[src/logic/memMap_params.svh]
`ifndef MEMMAP_PARAMS_SVH
`define MEMMAP_PARAMS_SVH

`default_nettype none

// Processor byte address where data memory begins
`define MEM_BASE 32'd1024

// Halfword address bits on the SRAM pins
`define SRAM_ADDR_W 18

// Bytes reachable through the SRAM, two per halfword location
`define MEM_BYTES (32'd1 << (`SRAM_ADDR_W + 1))

`default_nettype wire

`endif
[src/logic/sramBusPkg.sv]
`include "memMap_params.svh"
`default_nettype none

package sramBusPkg;

    // Halfword address on the SRAM pins
    typedef logic [`SRAM_ADDR_W-1:0] halfAddr;

    // One SRAM datum
    typedef logic [15:0] halfWord;

    typedef enum logic [2:0] {
        seqIdle,
        seqPhase0,
        seqPhase1,
        seqPhase2,
        seqPhase3,
        seqRecover
    } seqState;

endpackage

`default_nettype wire

[src/logic/memTypesPkg.sv]
`default_nettype none

package memTypesPkg;

    // Processor-side byte address
    typedef logic [31:0] byteAddr;

    // Write data from the processor, one word per request
    typedef logic [31:0] dataWord;

    // Refill line, one aligned doubleword
    typedef logic [63:0] dataLine;

endpackage

`default_nettype wire

[src/logic/memSubsystem.sv]
`default_nettype none

module memSubsystem (
    input  wire logic                 clk,
    input  wire logic                 rst,
    input  wire logic                 reqValid,
    input  wire logic                 reqWrite,
    input  wire memTypesPkg::byteAddr reqAddr,
    input  wire memTypesPkg::dataWord reqWriteData,
    output logic                      reqReady,
    output logic                      rspValid,
    output memTypesPkg::dataLine      rspLine,
    output logic                      rspError,
    input  wire logic                 rspReady,
    output sramBusPkg::halfAddr       sramAddr,
    output logic                      sramWeN,
    output sramBusPkg::halfWord       sramDqOut,
    output logic                      sramDqOutEn,
    input  wire sramBusPkg::halfWord  sramDqIn
);

    logic                 cmdValid;
    logic                 cmdReady;
    logic                 cmdWrite;
    logic                 cmdError;
    sramBusPkg::halfAddr  cmdStart;
    memTypesPkg::dataWord cmdData;
    logic                 halfValid;
    sramBusPkg::halfWord  halfData;
    logic                 halfLast;
    logic                 halfError;
    logic                 lineFree;

    memRequestDecode uDecode (
        .clk, .rst,
        .reqValid, .reqWrite, .reqAddr, .reqWriteData, .reqReady,
        .cmdValid, .cmdWrite, .cmdError, .cmdStart, .cmdData, .cmdReady
    );

    sramSequencer uSequencer (
        .clk, .rst,
        .cmdValid, .cmdWrite, .cmdError, .cmdStart, .cmdData, .cmdReady,
        .lineFree,
        .halfValid, .halfData, .halfLast, .halfError,
        .sramAddr, .sramWeN, .sramDqOut, .sramDqOutEn, .sramDqIn
    );

    readAssembler uAssembler (
        .clk, .rst,
        .halfValid, .halfData, .halfLast, .halfError,
        .lineFree,
        .rspValid, .rspLine, .rspError, .rspReady
    );

endmodule

`default_nettype wire

[src/logic/readAssembler.sv]
`default_nettype none

module readAssembler (
    input  wire logic                 clk,
    input  wire logic                 rst,
    input  wire logic                 halfValid,
    input  wire sramBusPkg::halfWord  halfData,
    input  wire logic                 halfLast,
    input  wire logic                 halfError,
    output logic                      lineFree,
    output logic                      rspValid,
    output memTypesPkg::dataLine      rspLine,
    output logic                      rspError,
    input  wire logic                 rspReady
);

    // Busy while a line is arriving or held
    assign lineFree = !rspValid && !halfValid;

    always_ff @(posedge clk or posedge rst) begin
        if (rst) begin
            rspValid <= 1'b0;
            rspError <= 1'b0;
        end else if (halfValid && halfLast) begin
            rspValid <= 1'b1;
            rspError <= halfError;
        end else if (rspReady) begin
            rspValid <= 1'b0;
        end
    end

    // First halfword ends up in the lowest 16 bits
    always_ff @(posedge clk) begin
        if (halfValid) begin
            if (halfError) begin
                rspLine <= '0;
            end else begin
                rspLine <= {halfData, rspLine[63:16]};
            end
        end
    end

    assert property (@(posedge clk) disable iff (rst)
        rspValid && !rspReady |=> rspValid && $stable(rspLine) && $stable(rspError));

    // Sequencer must hold off while the line is owned by a response
    assert property (@(posedge clk) disable iff (rst) halfValid |-> !rspValid);

endmodule

`default_nettype wire

[src/logic/sramSequencer.sv]
`default_nettype none

module sramSequencer (
    input  wire logic                 clk,
    input  wire logic                 rst,
    input  wire logic                 cmdValid,
    input  wire logic                 cmdWrite,
    input  wire logic                 cmdError,
    input  wire sramBusPkg::halfAddr  cmdStart,
    input  wire memTypesPkg::dataWord cmdData,
    output logic                      cmdReady,
    input  wire logic                 lineFree,
    output logic                      halfValid,
    output sramBusPkg::halfWord       halfData,
    output logic                      halfLast,
    output logic                      halfError,
    output sramBusPkg::halfAddr       sramAddr,
    output logic                      sramWeN,
    output sramBusPkg::halfWord       sramDqOut,
    output logic                      sramDqOutEn,
    input  wire sramBusPkg::halfWord  sramDqIn
);

    sramBusPkg::seqState  state, stateNext;
    logic                 opWrite;
    logic                 opError;
    sramBusPkg::halfAddr  opStart;
    memTypesPkg::dataWord opData;
    sramBusPkg::halfAddr  phaseOffset;
    logic                 inPhase;
    logic                 accept;
    logic                 errorRead;

    // Reads and error reads need room in the assembler
    assign cmdReady  = (state == sramBusPkg::seqIdle) && (cmdWrite || lineFree);
    assign accept    = cmdValid && cmdReady;
    assign errorRead = accept && cmdError && !cmdWrite;

    always_comb begin
        stateNext   = state;
        phaseOffset = '0;
        inPhase     = 1'b1;
        case (state)
            sramBusPkg::seqIdle: begin
                inPhase = 1'b0;
                if (accept) begin
                    stateNext = cmdError ? sramBusPkg::seqRecover : sramBusPkg::seqPhase0;
                end
            end
            sramBusPkg::seqPhase0: stateNext = sramBusPkg::seqPhase1;
            sramBusPkg::seqPhase1: begin
                phaseOffset = 1;
                stateNext   = opWrite ? sramBusPkg::seqRecover : sramBusPkg::seqPhase2;
            end
            sramBusPkg::seqPhase2: begin
                phaseOffset = 2;
                stateNext   = sramBusPkg::seqPhase3;
            end
            sramBusPkg::seqPhase3: begin
                phaseOffset = 3;
                stateNext   = sramBusPkg::seqIdle;
            end
            default: begin
                inPhase   = 1'b0;
                stateNext = sramBusPkg::seqIdle;
            end
        endcase
    end

    assign sramAddr    = opStart + phaseOffset;
    assign sramWeN     = !(inPhase && opWrite);  // Write phases only
    // Data stays on the bus through recover for hold time
    assign sramDqOutEn = opWrite && (inPhase ||
                         (state == sramBusPkg::seqRecover && !opError));
    assign sramDqOut   = (state == sramBusPkg::seqPhase0) ? opData[15:0] : opData[31:16];

    always_ff @(posedge clk or posedge rst) begin
        if (rst) begin
            state     <= sramBusPkg::seqIdle;
            opWrite   <= 1'b0;
            opError   <= 1'b0;
            halfValid <= 1'b0;
            halfLast  <= 1'b0;
            halfError <= 1'b0;
        end else begin
            state <= stateNext;
            if (accept) begin
                opWrite <= cmdWrite;
                opError <= cmdError;
            end
            halfValid <= (inPhase && !opWrite) || errorRead;
            halfLast  <= (state == sramBusPkg::seqPhase3) || errorRead;
            halfError <= errorRead;
        end
    end

    always_ff @(posedge clk) begin
        if (accept) begin
            opStart <= cmdStart;
            opData  <= cmdData;
        end
        halfData <= errorRead ? '0 : sramDqIn;   // Sample the async read
    end

    // Bus driven during a write and for one cycle after it
    assert property (@(posedge clk) disable iff (rst)
        !sramWeN || !$past(sramWeN) |-> sramDqOutEn);

    // Read stream never overlaps an SRAM write
    assert property (@(posedge clk) disable iff (rst) halfValid |-> sramWeN);

endmodule

`default_nettype wire

[src/logic/memRequestDecode.sv]
`include "memMap_params.svh"
`default_nettype none

module memRequestDecode (
    input  wire logic                 clk,
    input  wire logic                 rst,
    input  wire logic                 reqValid,
    input  wire logic                 reqWrite,
    input  wire memTypesPkg::byteAddr reqAddr,
    input  wire memTypesPkg::dataWord reqWriteData,
    output logic                      reqReady,
    output logic                      cmdValid,
    output logic                      cmdWrite,
    output logic                      cmdError,
    output sramBusPkg::halfAddr       cmdStart,
    output memTypesPkg::dataWord      cmdData,
    input  wire logic                 cmdReady
);

    memTypesPkg::byteAddr memAddr;
    logic                 outOfRange;
    sramBusPkg::halfAddr  startHalf;
    logic                 accept;

    assign memAddr    = reqAddr - `MEM_BASE;     // Wraps when below base
    assign outOfRange = (reqAddr < `MEM_BASE) || (memAddr >= `MEM_BYTES);

    // Reads start at the doubleword, writes at the word
    assign startHalf = reqWrite ? {memAddr[`SRAM_ADDR_W:2], 1'b0}
                                : {memAddr[`SRAM_ADDR_W:3], 2'b00};

    assign reqReady = !cmdValid || cmdReady;     // Empty or draining
    assign accept   = reqValid && reqReady;

    always_ff @(posedge clk or posedge rst) begin
        if (rst) begin
            cmdValid <= 1'b0;
            cmdWrite <= 1'b0;
            cmdError <= 1'b0;
        end else if (reqReady) begin
            cmdValid <= reqValid;
            if (reqValid) begin
                cmdWrite <= reqWrite;
                cmdError <= outOfRange;
            end
        end
    end

    always_ff @(posedge clk) begin
        if (accept) begin
            cmdStart <= startHalf;
            cmdData  <= reqWriteData;
        end
    end

    // Buffered command must hold until the sequencer takes it
    assert property (@(posedge clk) disable iff (rst)
        cmdValid && !cmdReady |=> cmdValid && $stable({cmdWrite, cmdError, cmdStart, cmdData}));

endmodule

`default_nettype wire

[config.mk]
export PLATFORM = sky130hd
export DESIGN_NAME = memSubsystem
export DESIGN_NICKNAME = d
export VERILOG_FILES = /design/src/logic/sramBusPkg.sv /design/src/logic/memTypesPkg.sv /design/src/logic/memSubsystem.sv /design/src/logic/readAssembler.sv /design/src/logic/sramSequencer.sv /design/src/logic/memRequestDecode.sv
export VERILOG_INCLUDE_DIRS = /design/src /design/src/logic
export SDC_FILE = /design/constraint.sdc
export NUM_CORES = 1
export LEC_CHECK = 0
export ABC_AREA = 1
export BUFFER_PORTS_ARGS = -buffer_cell sky130_fd_sc_hd__buf_2
export CORE_ASPECT_RATIO = 0.5
export CORE_MARGIN = 2
export CORE_UTILIZATION = 53
export DETAILED_ROUTE_END_ITERATION = 8
export HOLD_SLACK_MARGIN = 0.1
export MAX_ROUTING_LAYER = met4
export PLACE_DENSITY = 0.78
export SYNTH_ARGS = -nofsm -noshare
export SYNTH_HDL_FRONTEND = slang
export SYNTH_HIERARCHICAL = 1
export SYNTH_SLANG_ARGS = --single-unit
export TNS_END_PERCENT = 20
[constraint.sdc]
create_clock -name clk -period 3.8 [get_ports clk]
set_clock_uncertainty 0.2 [all_clocks]
set_input_delay 0.57 -clock clk [delete_from_list [all_inputs] [get_ports clk]]
set_output_delay 0.57 -clock clk [all_outputs]
set_load 0.005 [all_outputs]
==> results.tsv, run 1 <==
stage	metric	value	unit
worst_hold_path	holdCritStartpoint	reqWriteData[7]	
grt	grt_start_max_net_pins	67	
sta	max_clock_freq	287	MHz
sta	hold_viol_final	0	
layout	diodes	0	
critical_path	cp-end-kind	primary output	
placed_design	io_buffers	185	
layout	fin_nets	931	
route	wire_per_inst	12.9	µm
critical_path	crit_chain	nor2_2 -> nand2_1 -> nand2_1 -> ha_1 -> inv_1 -> fa_1 -> nor2_2 -> nand2_1 -> nor2_1 -> xor2_1 -> buf_2	
sta	post-route-period-util	0.917	
critical_path	crit_path_max_fanout	6	
critical_path	crit_top_cell	nand2_1	
route	drc	0	
worst_hold_path	min_path_type	in2reg	
die	pin_count	188	
cts	clk_latency	410	ps
route	drtPass1Iterations	5	
critical_path	r2r_end	uDecode/cmdData[5]$_DFFE_PP_	
yosys	synth_nets	735	
critical_path	r2r_start	uSequencer/state[0]$_DFFE_PP0P_	
die	fp-row-count	31	
yosys	yosysSeqAreaShare	0.713	
critical_path	cp.required	3030	ps
route	vias	4848	
layout	area_growth	21.6	%
yosys	avgSynthCellArea	12.0	µm²
sta	tightest_slew	1070	ps
yosys	yosys.area.top_type_share	0.630	
power_and_ir_drop	leakage	4.30	nW
yosys	yosys-top-cells-area	edfxtp_1 (63%), inv_1 (5.7%), nand2_1 (5.6%), nor2_1 (5.1%), dfrtp_1 (4.2%)	
cts	htree_levels	4	
critical_path	slowest_stage	dfrtp_1	
grt	antenna_found_initial	0	
critical_path	crit_arrival	2710	ps
die	chipWidth	175	µm
sta	slew_headroom	0.286	
die	die_h	89.6	µm
sta	slew_violations	0	
grt	grt_pass1_vias	4373	
critical_path	rr_worst_depth	7	
cts	path_clk_slew	70	ps
yosys	syn_area	7770	µm²
yosys	synth-seq-cells	192	
yosys	syn_inst	646	
route	drtAntennaViolNets	0	
yosys	yosysUniqueCellTypes	33	
sta	rsz0062_at_grt	no	
yosys	async_flop_share	0.0677	
cts	cts_resized	0	
cts	cts_tree	built	
worst_hold_path	whs_path_depth	1	
cts	cts_buffer_depth	2	
route	vias_per_cell	4.60	
yosys	synth_common_cells	edfxtp_1 (163), inv_1 (118), nand2_1 (115)	
yosys	yosysMostFrequentCell	edfxtp_1	
grt	gr-usage-all-layers	0.179	
critical_path	rrSetupSlack	1280	ps
critical_path	crit_path_start_kind	flop	
layout	final_cells	1053	
power_and_ir_drop	p_per_area	795	nW/µm²
die	coreArea	14400	µm²
critical_path	crit_type	reg2out	
yosys	ys_warn_count	6	
cts	clock_sink_count	192	
cts	cts_buffers	17	
status	outcome	completed	
critical_path	crit_family	simple AND/OR/NAND/NOR gates	
sta	finalSetupTns	0	ps
yosys	synth_ff_type	edfxtp_1	
placed_design	dp_cells	1020	
yosys	yosysTopAreaCell	edfxtp_1	
placed_design	gp_congestion	0.847	
flow_run	maxCapViolCount	0	
die	dieArea	15700	µm²
die	start_util	0.540	
worst_hold_path	whs_endpoint	uDecode/cmdData[7]$_DFFE_PP_	
sta	setup_viol	0	
power_and_ir_drop	ir_drop	0.359	mV
grt	grt_pass1_wl	20900	µm
sta	period_minus_slack	3480	ps
route	drt_wl_total	13600	µm
placed_design	dpl.hpwl	9810	µm
critical_path	worstSetupStartpoint	uSequencer/state[0]$_DFFE_PP0P_	
cts	root_buffer	clkbuf_16	
grt	grt-ovfl-total	0	
yosys	synth-edff-count	163	
critical_path	max_stage_delay	450	ps
critical_path	path_buf_inv	2	
route	first_iter_violations	311	
layout	drive_gt1_frac	0.303	
==> state kept, by name, summed over array words and instances (netlist names), 3 cells and up <==
name and cells:
uSequencer/opData 32, uDecode/cmdStart 17, uAssembler/rspLine 64, uSequencer/opStart 18, uDecode/cmdData 32, uSequencer/halfData 16
uSequencer/state 3
==> timing repair <==
item                       4_1_cts  5_1_grt
setup endpoints to repair        0        0
hold endpoints to repair        13        0
hold buffers                     1        0
buffers inserted                 0        0
==> worst max-delay path by stage <==
stage / to / slack [ps] / cells after the start
global placement: sramAddr[14] / 840 / 11
CTS: sramAddr[14] / 300 / 11
floorplan: uDecode/cmdData[0]$_DFFE_PP_ / 320 / 7
detailed placement: sramAddr[14] / 780 / 11
global route: sramAddr[14] / 80 / 11
finish: sramAddr[14] / 320 / 11
==> metal layers <==
layer  GRT usage  vias up  wire length, µm
met1       0.223     2234             5790
met2       0.306      137             6950
li1            -     2464                -
met5           -        -                0
met4      0.0591        0              173
met3      0.0303       13              665
==> kinds of logic after synthesis <==
kind of cell    after synthesis  share of synthesized area
xor+xnor                     19                     0.0214
fa+ha+maj                     4                    0.00741
buf+inv                     129                     0.0707
mux                          16                     0.0232
simple gates                274                      0.156
other cells                   1                   0.000482
compound gates               11                    0.00805
flops                       192                      0.713
==> power breakdown <==
part           switching (mW)  internal (mW)
combinational            1.18          0.766
sequential              0.404           3.43
clock                   0.838          0.890
total                    2.43           5.09
==> through the flow <==
step	cell area, µm²	hold slack (ps)	setup slack (ps)	power [mW]	utilization
global placement	8850	201	837	5.75	0.615
floorplan	7770	111	316	4.99	-
finish	9450	128	315	7.51	0.657
global route	9450	105	80.9	8.02	0.657
CTS	9450	111	304	7.62	0.657
detailed placement	8850	205	775	5.87	0.615
==> cell type report <==
| cell class | count | area, µm² |
|---|---|---|
| flip-flops and latches | 192 | 5540 |
| fillers | 1104 | 4940 |
| multi-input cells | 325 | 1680 |
| repair buffers | 187 | 943 |
| inverters | 119 | 447 |
| clock buffers | 17 | 425 |
| well taps | 198 | 248 |
| clock inverters | 15 | 160 |
==> layout by cell type, fill, tap and decap left out, drive strengths merged <==
| cell type | instances |
|---|---|
| buf | 186 |
| edfxtp | 163 |
| inv | 129 |
| nand2 | 120 |
| nor2 | 118 |
| nand3 | 20 |
| clkbuf | 17 |
| mux2 | 16 |
| dfxtp | 16 |
| dfrtp | 13 |
| xor2 | 10 |
| xnor2 | 9 |
| o21ai | 7 |
| and2 | 6 |
| nand3b | 5 |
| nand4 | 4 |
| clkinv | 4 |
| ha | 3 |
| clkinvlp | 1 |
| dlygate4sd3 | 1 |
| nor3 | 1 |
| a21oi | 1 |
| conb | 1 |
| a21boi | 1 |
| o21bai | 1 |
| o31ai | 1 |
| fa | 1 |
(Power assumes the default switching activity.)
==> inputs of run 2 (changes only) <==
--- a/config.mk
+++ b/config.mk
@@ -15,6 +15,7 @@
 export HOLD_SLACK_MARGIN = 0.1
 export MAX_ROUTING_LAYER = met4
 export PLACE_DENSITY = 0.78
+export REMOVE_ABC_BUFFERS = 1
 export SYNTH_ARGS = -nofsm -noshare
 export SYNTH_HDL_FRONTEND = slang
 export SYNTH_HIERARCHICAL = 1
==> run 2 against run 1 <==
Compared with the run above: total power fell by 0.13%; combinational power about the same; flip-flop and latch count unchanged; highest routed layer unchanged; worst setup slack lost 29 ps; largest cell class unchanged; largest power group unchanged; critical endpoint unchanged.
==> results.tsv, run 2 (synthesized netlist as in run 1, its figures left out) <==
stage	metric	value	unit
grt	grt_pass1_wl	21300	µm
placed_design	dpl.hpwl	9790	µm
power_and_ir_drop	clock_power_share	0.230	
status	outcome	completed	
sta	max_clock_freq	285	MHz
die	fp-row-count	31	
cts	clk_latency	410	ps
power_and_ir_drop	pwr-share-seq	0.511	
placed_design	io_buffers	185	
placed_design	gp_congestion	0.914	
grt	grt_pass1_vias	4552	
layout	fin_area	9530	µm²
power_and_ir_drop	p_per_area	787	nW/µm²
critical_path	crit_arrival	2740	ps
die	chipWidth	175	µm
route	vias	4936	
grt	grt-ovfl-total	0	
layout	fill_cells	1071	
layout	top_register	uAssembler/rspLine	
sta	slew_headroom	0.300	
route	vias_per_cell	4.65	
placed_design	dp_cells	1020	
worst_hold_path	min_path_type	in2reg	
sta	post-route-period-util	0.925	
route	drc	0	
cts	htree_levels	4	
layout	largest_reg_flops	64	
sta	hold_viol_final	0	
critical_path	cp.required	3030	ps
critical_path	crit_chain	nor2_2 -> nand2_1 -> nand2_1 -> ha_1 -> inv_1 -> fa_1 -> nor2_2 -> nand2_1 -> nor2_1 -> xor2_1 -> buf_2	
die	start_util	0.540	
placed_design	dpl-instance-area	8850	µm²
route	drt_wl_total	13700	µm
layout	diodes	0	
sta	rsz0062_at_grt	no	
critical_path	crit_top_cell	nand2_1	
cts	root_buffer	clkbuf_16	
critical_path	cp-end-kind	primary output	
power_and_ir_drop	switching_share	0.322	
flow_run	maxCapViolCount	0	
grt	antenna_found_initial	0	
grt	grt_start_max_net_pins	67	
power_and_ir_drop	p_int	5.09	mW
layout	final_cells	1061	
layout	final_cell_mix	buf_2 (185), edfxtp_1 (163), inv_1 (116), nand2_1 (115), nor2_1 (105)	
route	wire_per_inst	12.9	µm
sta	period_minus_slack	3510	ps
critical_path	crit_type	reg2out	
cts	cts_buffers	17	
layout	area_growth	22.6	%
cts	clock_sink_count	192	
power_and_ir_drop	p_sw	2.42	mW
route	drtAntennaViolNets	0	
route	drtPass1Iterations	5	
die	pin_count	188	
layout	layout_commonest_cell	buf_2	
die	die_h	89.6	µm
power_and_ir_drop	p_comb_frac	0.259	
critical_path	crit_path_max_fanout	6	
sta	setup_viol	0	
sta	fin_ws	286	ps
placed_design	dp_slack	723	ps
cts	path_clk_slew	80	ps
power_and_ir_drop	leakage	4.33	nW
critical_path	max_stage_delay	460	ps
die	coreArea	14400	µm²
layout	reg_top3	uAssembler/rspLine x64, uDecode/cmdData x32, uSequencer/opData x32	
power_and_ir_drop	power	7.50	mW
layout	drive_gt1_frac	0.300	
cts	cts_tree	built	
critical_path	slowest_stage	dfrtp_1	
route	first_iter_violations	276	
sta	tightest_slew	1050	ps
sta	finalSetupTns	0	ps
layout	fin_nets	939	
die	dieArea	15700	µm²
cts	cts_buffer_depth	2	
grt	gr-usage-all-layers	0.183	
critical_path	crit_path_start_kind	flop	
sta	slew_violations	0	
power_and_ir_drop	ir_drop	0.326	mV
run 2: power groups by stage:
stage | sequential (mW) | clock, mW | combinational, mW
after floorplan | 3.93 | 0 | 0.967
after global placement | 3.84 | 0 | 1.90
after detailed placement | 3.89 | 0 | 1.96
after CTS | 3.85 | 1.76 | 1.97
after global routing | 3.95 | 1.86 | 2.21
final | 3.84 | 1.72 | 1.94
run 2: path summary, 6_finish.rpt:
check / depth (start not counted) / start / slack (ps) / endpoint
worst max register to register: 7 / uSequencer/state[0]$_DFFE_PP0P_ / 1280 / uDecode/cmdData[17]$_DFFE_PP_
worst min register to register: 0 / uDecode/cmdStart[17]$_DFFE_PP_ / 220 / uSequencer/opStart[17]$_DFFE_PP_
max in group asynchronous: 3 / rst / 2660 / uSequencer/halfError$_DFF_PP0_
min in group asynchronous: 3 / rst / 390 / uAssembler/rspValid$_DFFE_PP0P_
worst min-delay path: 1 / reqWriteData[31] / 120 / uDecode/cmdData[31]$_DFFE_PP_
worst max-delay path: 11 / uSequencer/state[0]$_DFFE_PP0P_ / 290 / sramAddr[14]
run 2: layout make-up:
class | count | area (µm²) | share of cell area
flip-flops and latches | 192 | 5540 | 0.582
multi-input cells | 325 | 1680 | 0.177
repair buffers | 195 | 1020 | 0.107
inverters | 119 | 447 | 0.0469
clock buffers | 17 | 425 | 0.0446
well taps | 198 | 248 | 0.0260
clock inverters | 15 | 163 | 0.0171
run 2: repair_timing:
action / CTS / global route
gates resized for setup: 0 / 0
endpoints found under the hold margin: 18 / 3
setup buffers: 0 / 0
hold buffers: 6 / 3
run 2: critical path: cells and delay by family, from the launching register on:
family,cells,cell delay [ps]
and+or+nand+nor,6,920
DFF,1,460
adders and majority gates,2,600
xor gates and xnor gates,1,140
buffers and inverters,2,210
run 2: per-layer routing:
metal / vias up / GRT usage / wire length, µm
li1: 2478 / - / -
met4: 0 / 0.0788 / 326
met3: 32 / 0.0417 / 639
met1: 2277 / 0.207 / 5700
met2: 149 / 0.324 / 7060
met5: - / - / 0
run 2: per-stage QoR:
step / util / hold WS, ps
after global placement: 0.615 / 201
after CTS: 0.660 / 102
after global routing: 0.662 / 100
final: 0.662 / 120
after floorplan: - / 111
after detailed placement: 0.615 / 205
==> inputs of run 3 (changes only) <==
--- a/config.mk
+++ b/config.mk
@@ -8,13 +8,14 @@
 export LEC_CHECK = 0
 export ABC_AREA = 1
 export BUFFER_PORTS_ARGS = -buffer_cell sky130_fd_sc_hd__buf_2
-export CORE_ASPECT_RATIO = 0.5
+export CORE_ASPECT_RATIO = 0.6
 export CORE_MARGIN = 2
 export CORE_UTILIZATION = 53
 export DETAILED_ROUTE_END_ITERATION = 8
 export HOLD_SLACK_MARGIN = 0.1
 export MAX_ROUTING_LAYER = met4
 export PLACE_DENSITY = 0.78
+export RECOVER_POWER = 25
 export REMOVE_ABC_BUFFERS = 1
 export SYNTH_ARGS = -nofsm -noshare
 export SYNTH_HDL_FRONTEND = slang
==> run 3 against run 2 <==
Compared with the run above: global-route usage increased by 1.1 points; critical endpoint unchanged; die area decreased by 0.17%; flip-flop and latch count unchanged.
==> results.tsv, run 3 (synthesized netlist as in run 1, its figures left out) <==
stage	metric	value	unit
status	outcome	completed	
critical_path	slowest_stage	dfrtp_1	
die	die_h	97.8	µm
critical_path	crit_family	simple AND/OR/NAND/NOR gates	
critical_path	cp-end-kind	primary output	
sta	period_minus_slack	3450	ps
die	dieArea	15700	µm²
critical_path	max_stage_delay	440	ps
cts	cts_tree	built	
grt	grt_pass1_wl	22600	µm
route	drtPass1Iterations	5	
critical_path	crit_type	reg2out	
sta	slew_headroom	0.284	
grt	grt_start_max_net_pins	67	
grt	grt_util_met3	0.0489	
sta	tightest_slew	1070	ps
die	chipWidth	160	µm
worst_hold_path	whs_path_depth	1	
worst_hold_path	min_path_type	in2reg	
layout	top_register	uAssembler/rspLine	
die	coreArea	14400	µm²
sta	finalSetupTns	0	ps
critical_path	crit_path_max_fanout	6	
cts	cts_buffers	17	
cts	path_clk_slew	70	ps
critical_path	crit_chain	nor2_1 -> nand2_1 -> nand2_1 -> ha_1 -> inv_1 -> fa_1 -> nor2_2 -> nand2_1 -> nor2_1 -> xor2_1 -> buf_2	
route	wire_per_inst	13.0	µm
placed_design	gp_congestion	0.876	
layout	area_growth	23.5	%
layout	final_cell_mix	buf_2 (183), edfxtp_1 (163), nand2_1 (117), inv_1 (116), nor2_1 (110)	
placed_design	io_buffers	185	
layout	final_util	0.666	
layout	largest_reg_flops	64	
critical_path	cp.required	3030	ps
grt	grt-ovfl-total	0	
layout	final_cells	1075	
grt	antenna_found_initial	2	
route	drc	0	
critical_path	r2r_end	uDecode/cmdData[8]$_DFFE_PP_	
critical_path	crit_top_cell	nand2_1	
route	vias_per_cell	4.56	
power_and_ir_drop	ir_drop	0.314	mV
layout	layout_commonest_cell	buf_2	
cts	clk_latency	420	ps
grt	grt_pass1_vias	4587	
power_and_ir_drop	p_per_area	780	nW/µm²
layout	drive_gt1_frac	0.285	
grt	busiest_layer	met2	
worst_hold_path	holdCritStartpoint	reqWriteData[27]	
critical_path	rr_worst_depth	8	
critical_path	crit_arrival	2680	ps
route	vias	4905	
sta	rsz0062_at_grt	no	
grt	use_met2	0.297	
critical_path	rrSetupSlack	1100	ps
layout	reg_top3	uAssembler/rspLine x64, uDecode/cmdData x32, uSequencer/opData x32	
route	drtAntennaViolNets	0	
cts	htree_levels	4	
placed_design	dp_cells	1021	
placed_design	dpl-instance-area	8860	µm²
grt	met1_usage	0.256	
critical_path	path_buf_inv	2	
layout	fin_nets	951	
sta	max_clock_freq	290	MHz
worst_hold_path	whs_endpoint	uDecode/cmdData[27]$_DFFE_PP_	
route	drt_wl_total	14000	µm
sta	hold_viol_final	0	
placed_design	dpl.hpwl	9940	µm
cts	post-cts-setup-buffers	0	
flow_run	maxCapViolCount	0	
cts	root_buffer	clkbuf_16	
route	first_iter_violations	371	
sta	slew_violations	0	
sta	setup_viol	0	
power_and_ir_drop	leakage	4.34	nW
cts	clock_sink_count	192	
sta	post-route-period-util	0.907	
die	pin_count	188	
layout	fin_area	9600	µm²
critical_path	crit_path_start_kind	flop	
critical_path	r2r_start	uSequencer/state[0]$_DFFE_PP0P_	
die	start_util	0.539	
cts	cts_buffer_depth	2	
grt	gr-usage-all-layers	0.194	
die	fp-row-count	34	
run 3: layout make-up:
type                       instances  area (µm²)
clock inverter                    14         164
antenna                            2        5.00
sequential                       192        5540
fill                            1085        4820
clock buffer                      18         429
tap                              198         248
timing repair buffer             207        1140
multi-input combinational        325        1630
inverter                         119         447
run 3: what timing repair did:
item,4_1_cts,5_1_grt
resized for setup,0,0
hold endpoints to repair,23,9
hold buffers,11,9
run 3: per-layer routing:
layer / part of all wire / routed length (µm)
met1: 0.46 / 6390
met2: 0.47 / 6560
met3: 0.062 / 864
met4: 0.014 / 202
met5: 0 / 0
run 3: worst max-delay path by stage:
stage,from,endpoint,slack [ps],depth (start not counted)
after floorplan,uSequencer/halfValid$_DFF_PP0_,uDecode/cmdData[0]$_DFFE_PP_,320,7
after global placement,uSequencer/state[0]$_DFFE_PP0P_,sramAddr[14],860,11
after detailed placement,uSequencer/state[0]$_DFFE_PP0P_,sramAddr[14],810,11
after CTS,uSequencer/state[0]$_DFFE_PP0P_,sramAddr[14],340,11
after global routing,uSequencer/state[0]$_DFFE_PP0P_,sramAddr[14],150,11
final,uSequencer/state[0]$_DFFE_PP0P_,sramAddr[14],350,11
run 3: stage by stage:
| stage | hold WS [ps] | power (mW) | setup WS (ps) |
|---|---|---|---|
| 2_1_floorplan | 111 | 4.90 | 316 |
| 3_3_place_gp | 201 | 5.76 | 863 |
| 3_5_place_dp | 205 | 5.85 | 811 |
| 4_1_cts | 100 | 7.60 | 341 |
| 5_1_grt | 100 | 8.00 | 147 |
| 6_report | 122 | 7.49 | 354 |
run 3: report_power, final:
part,internal [mW],switching (mW)
Combinational,0.772,1.17
Sequential,3.43,0.416
Clock,0.887,0.823
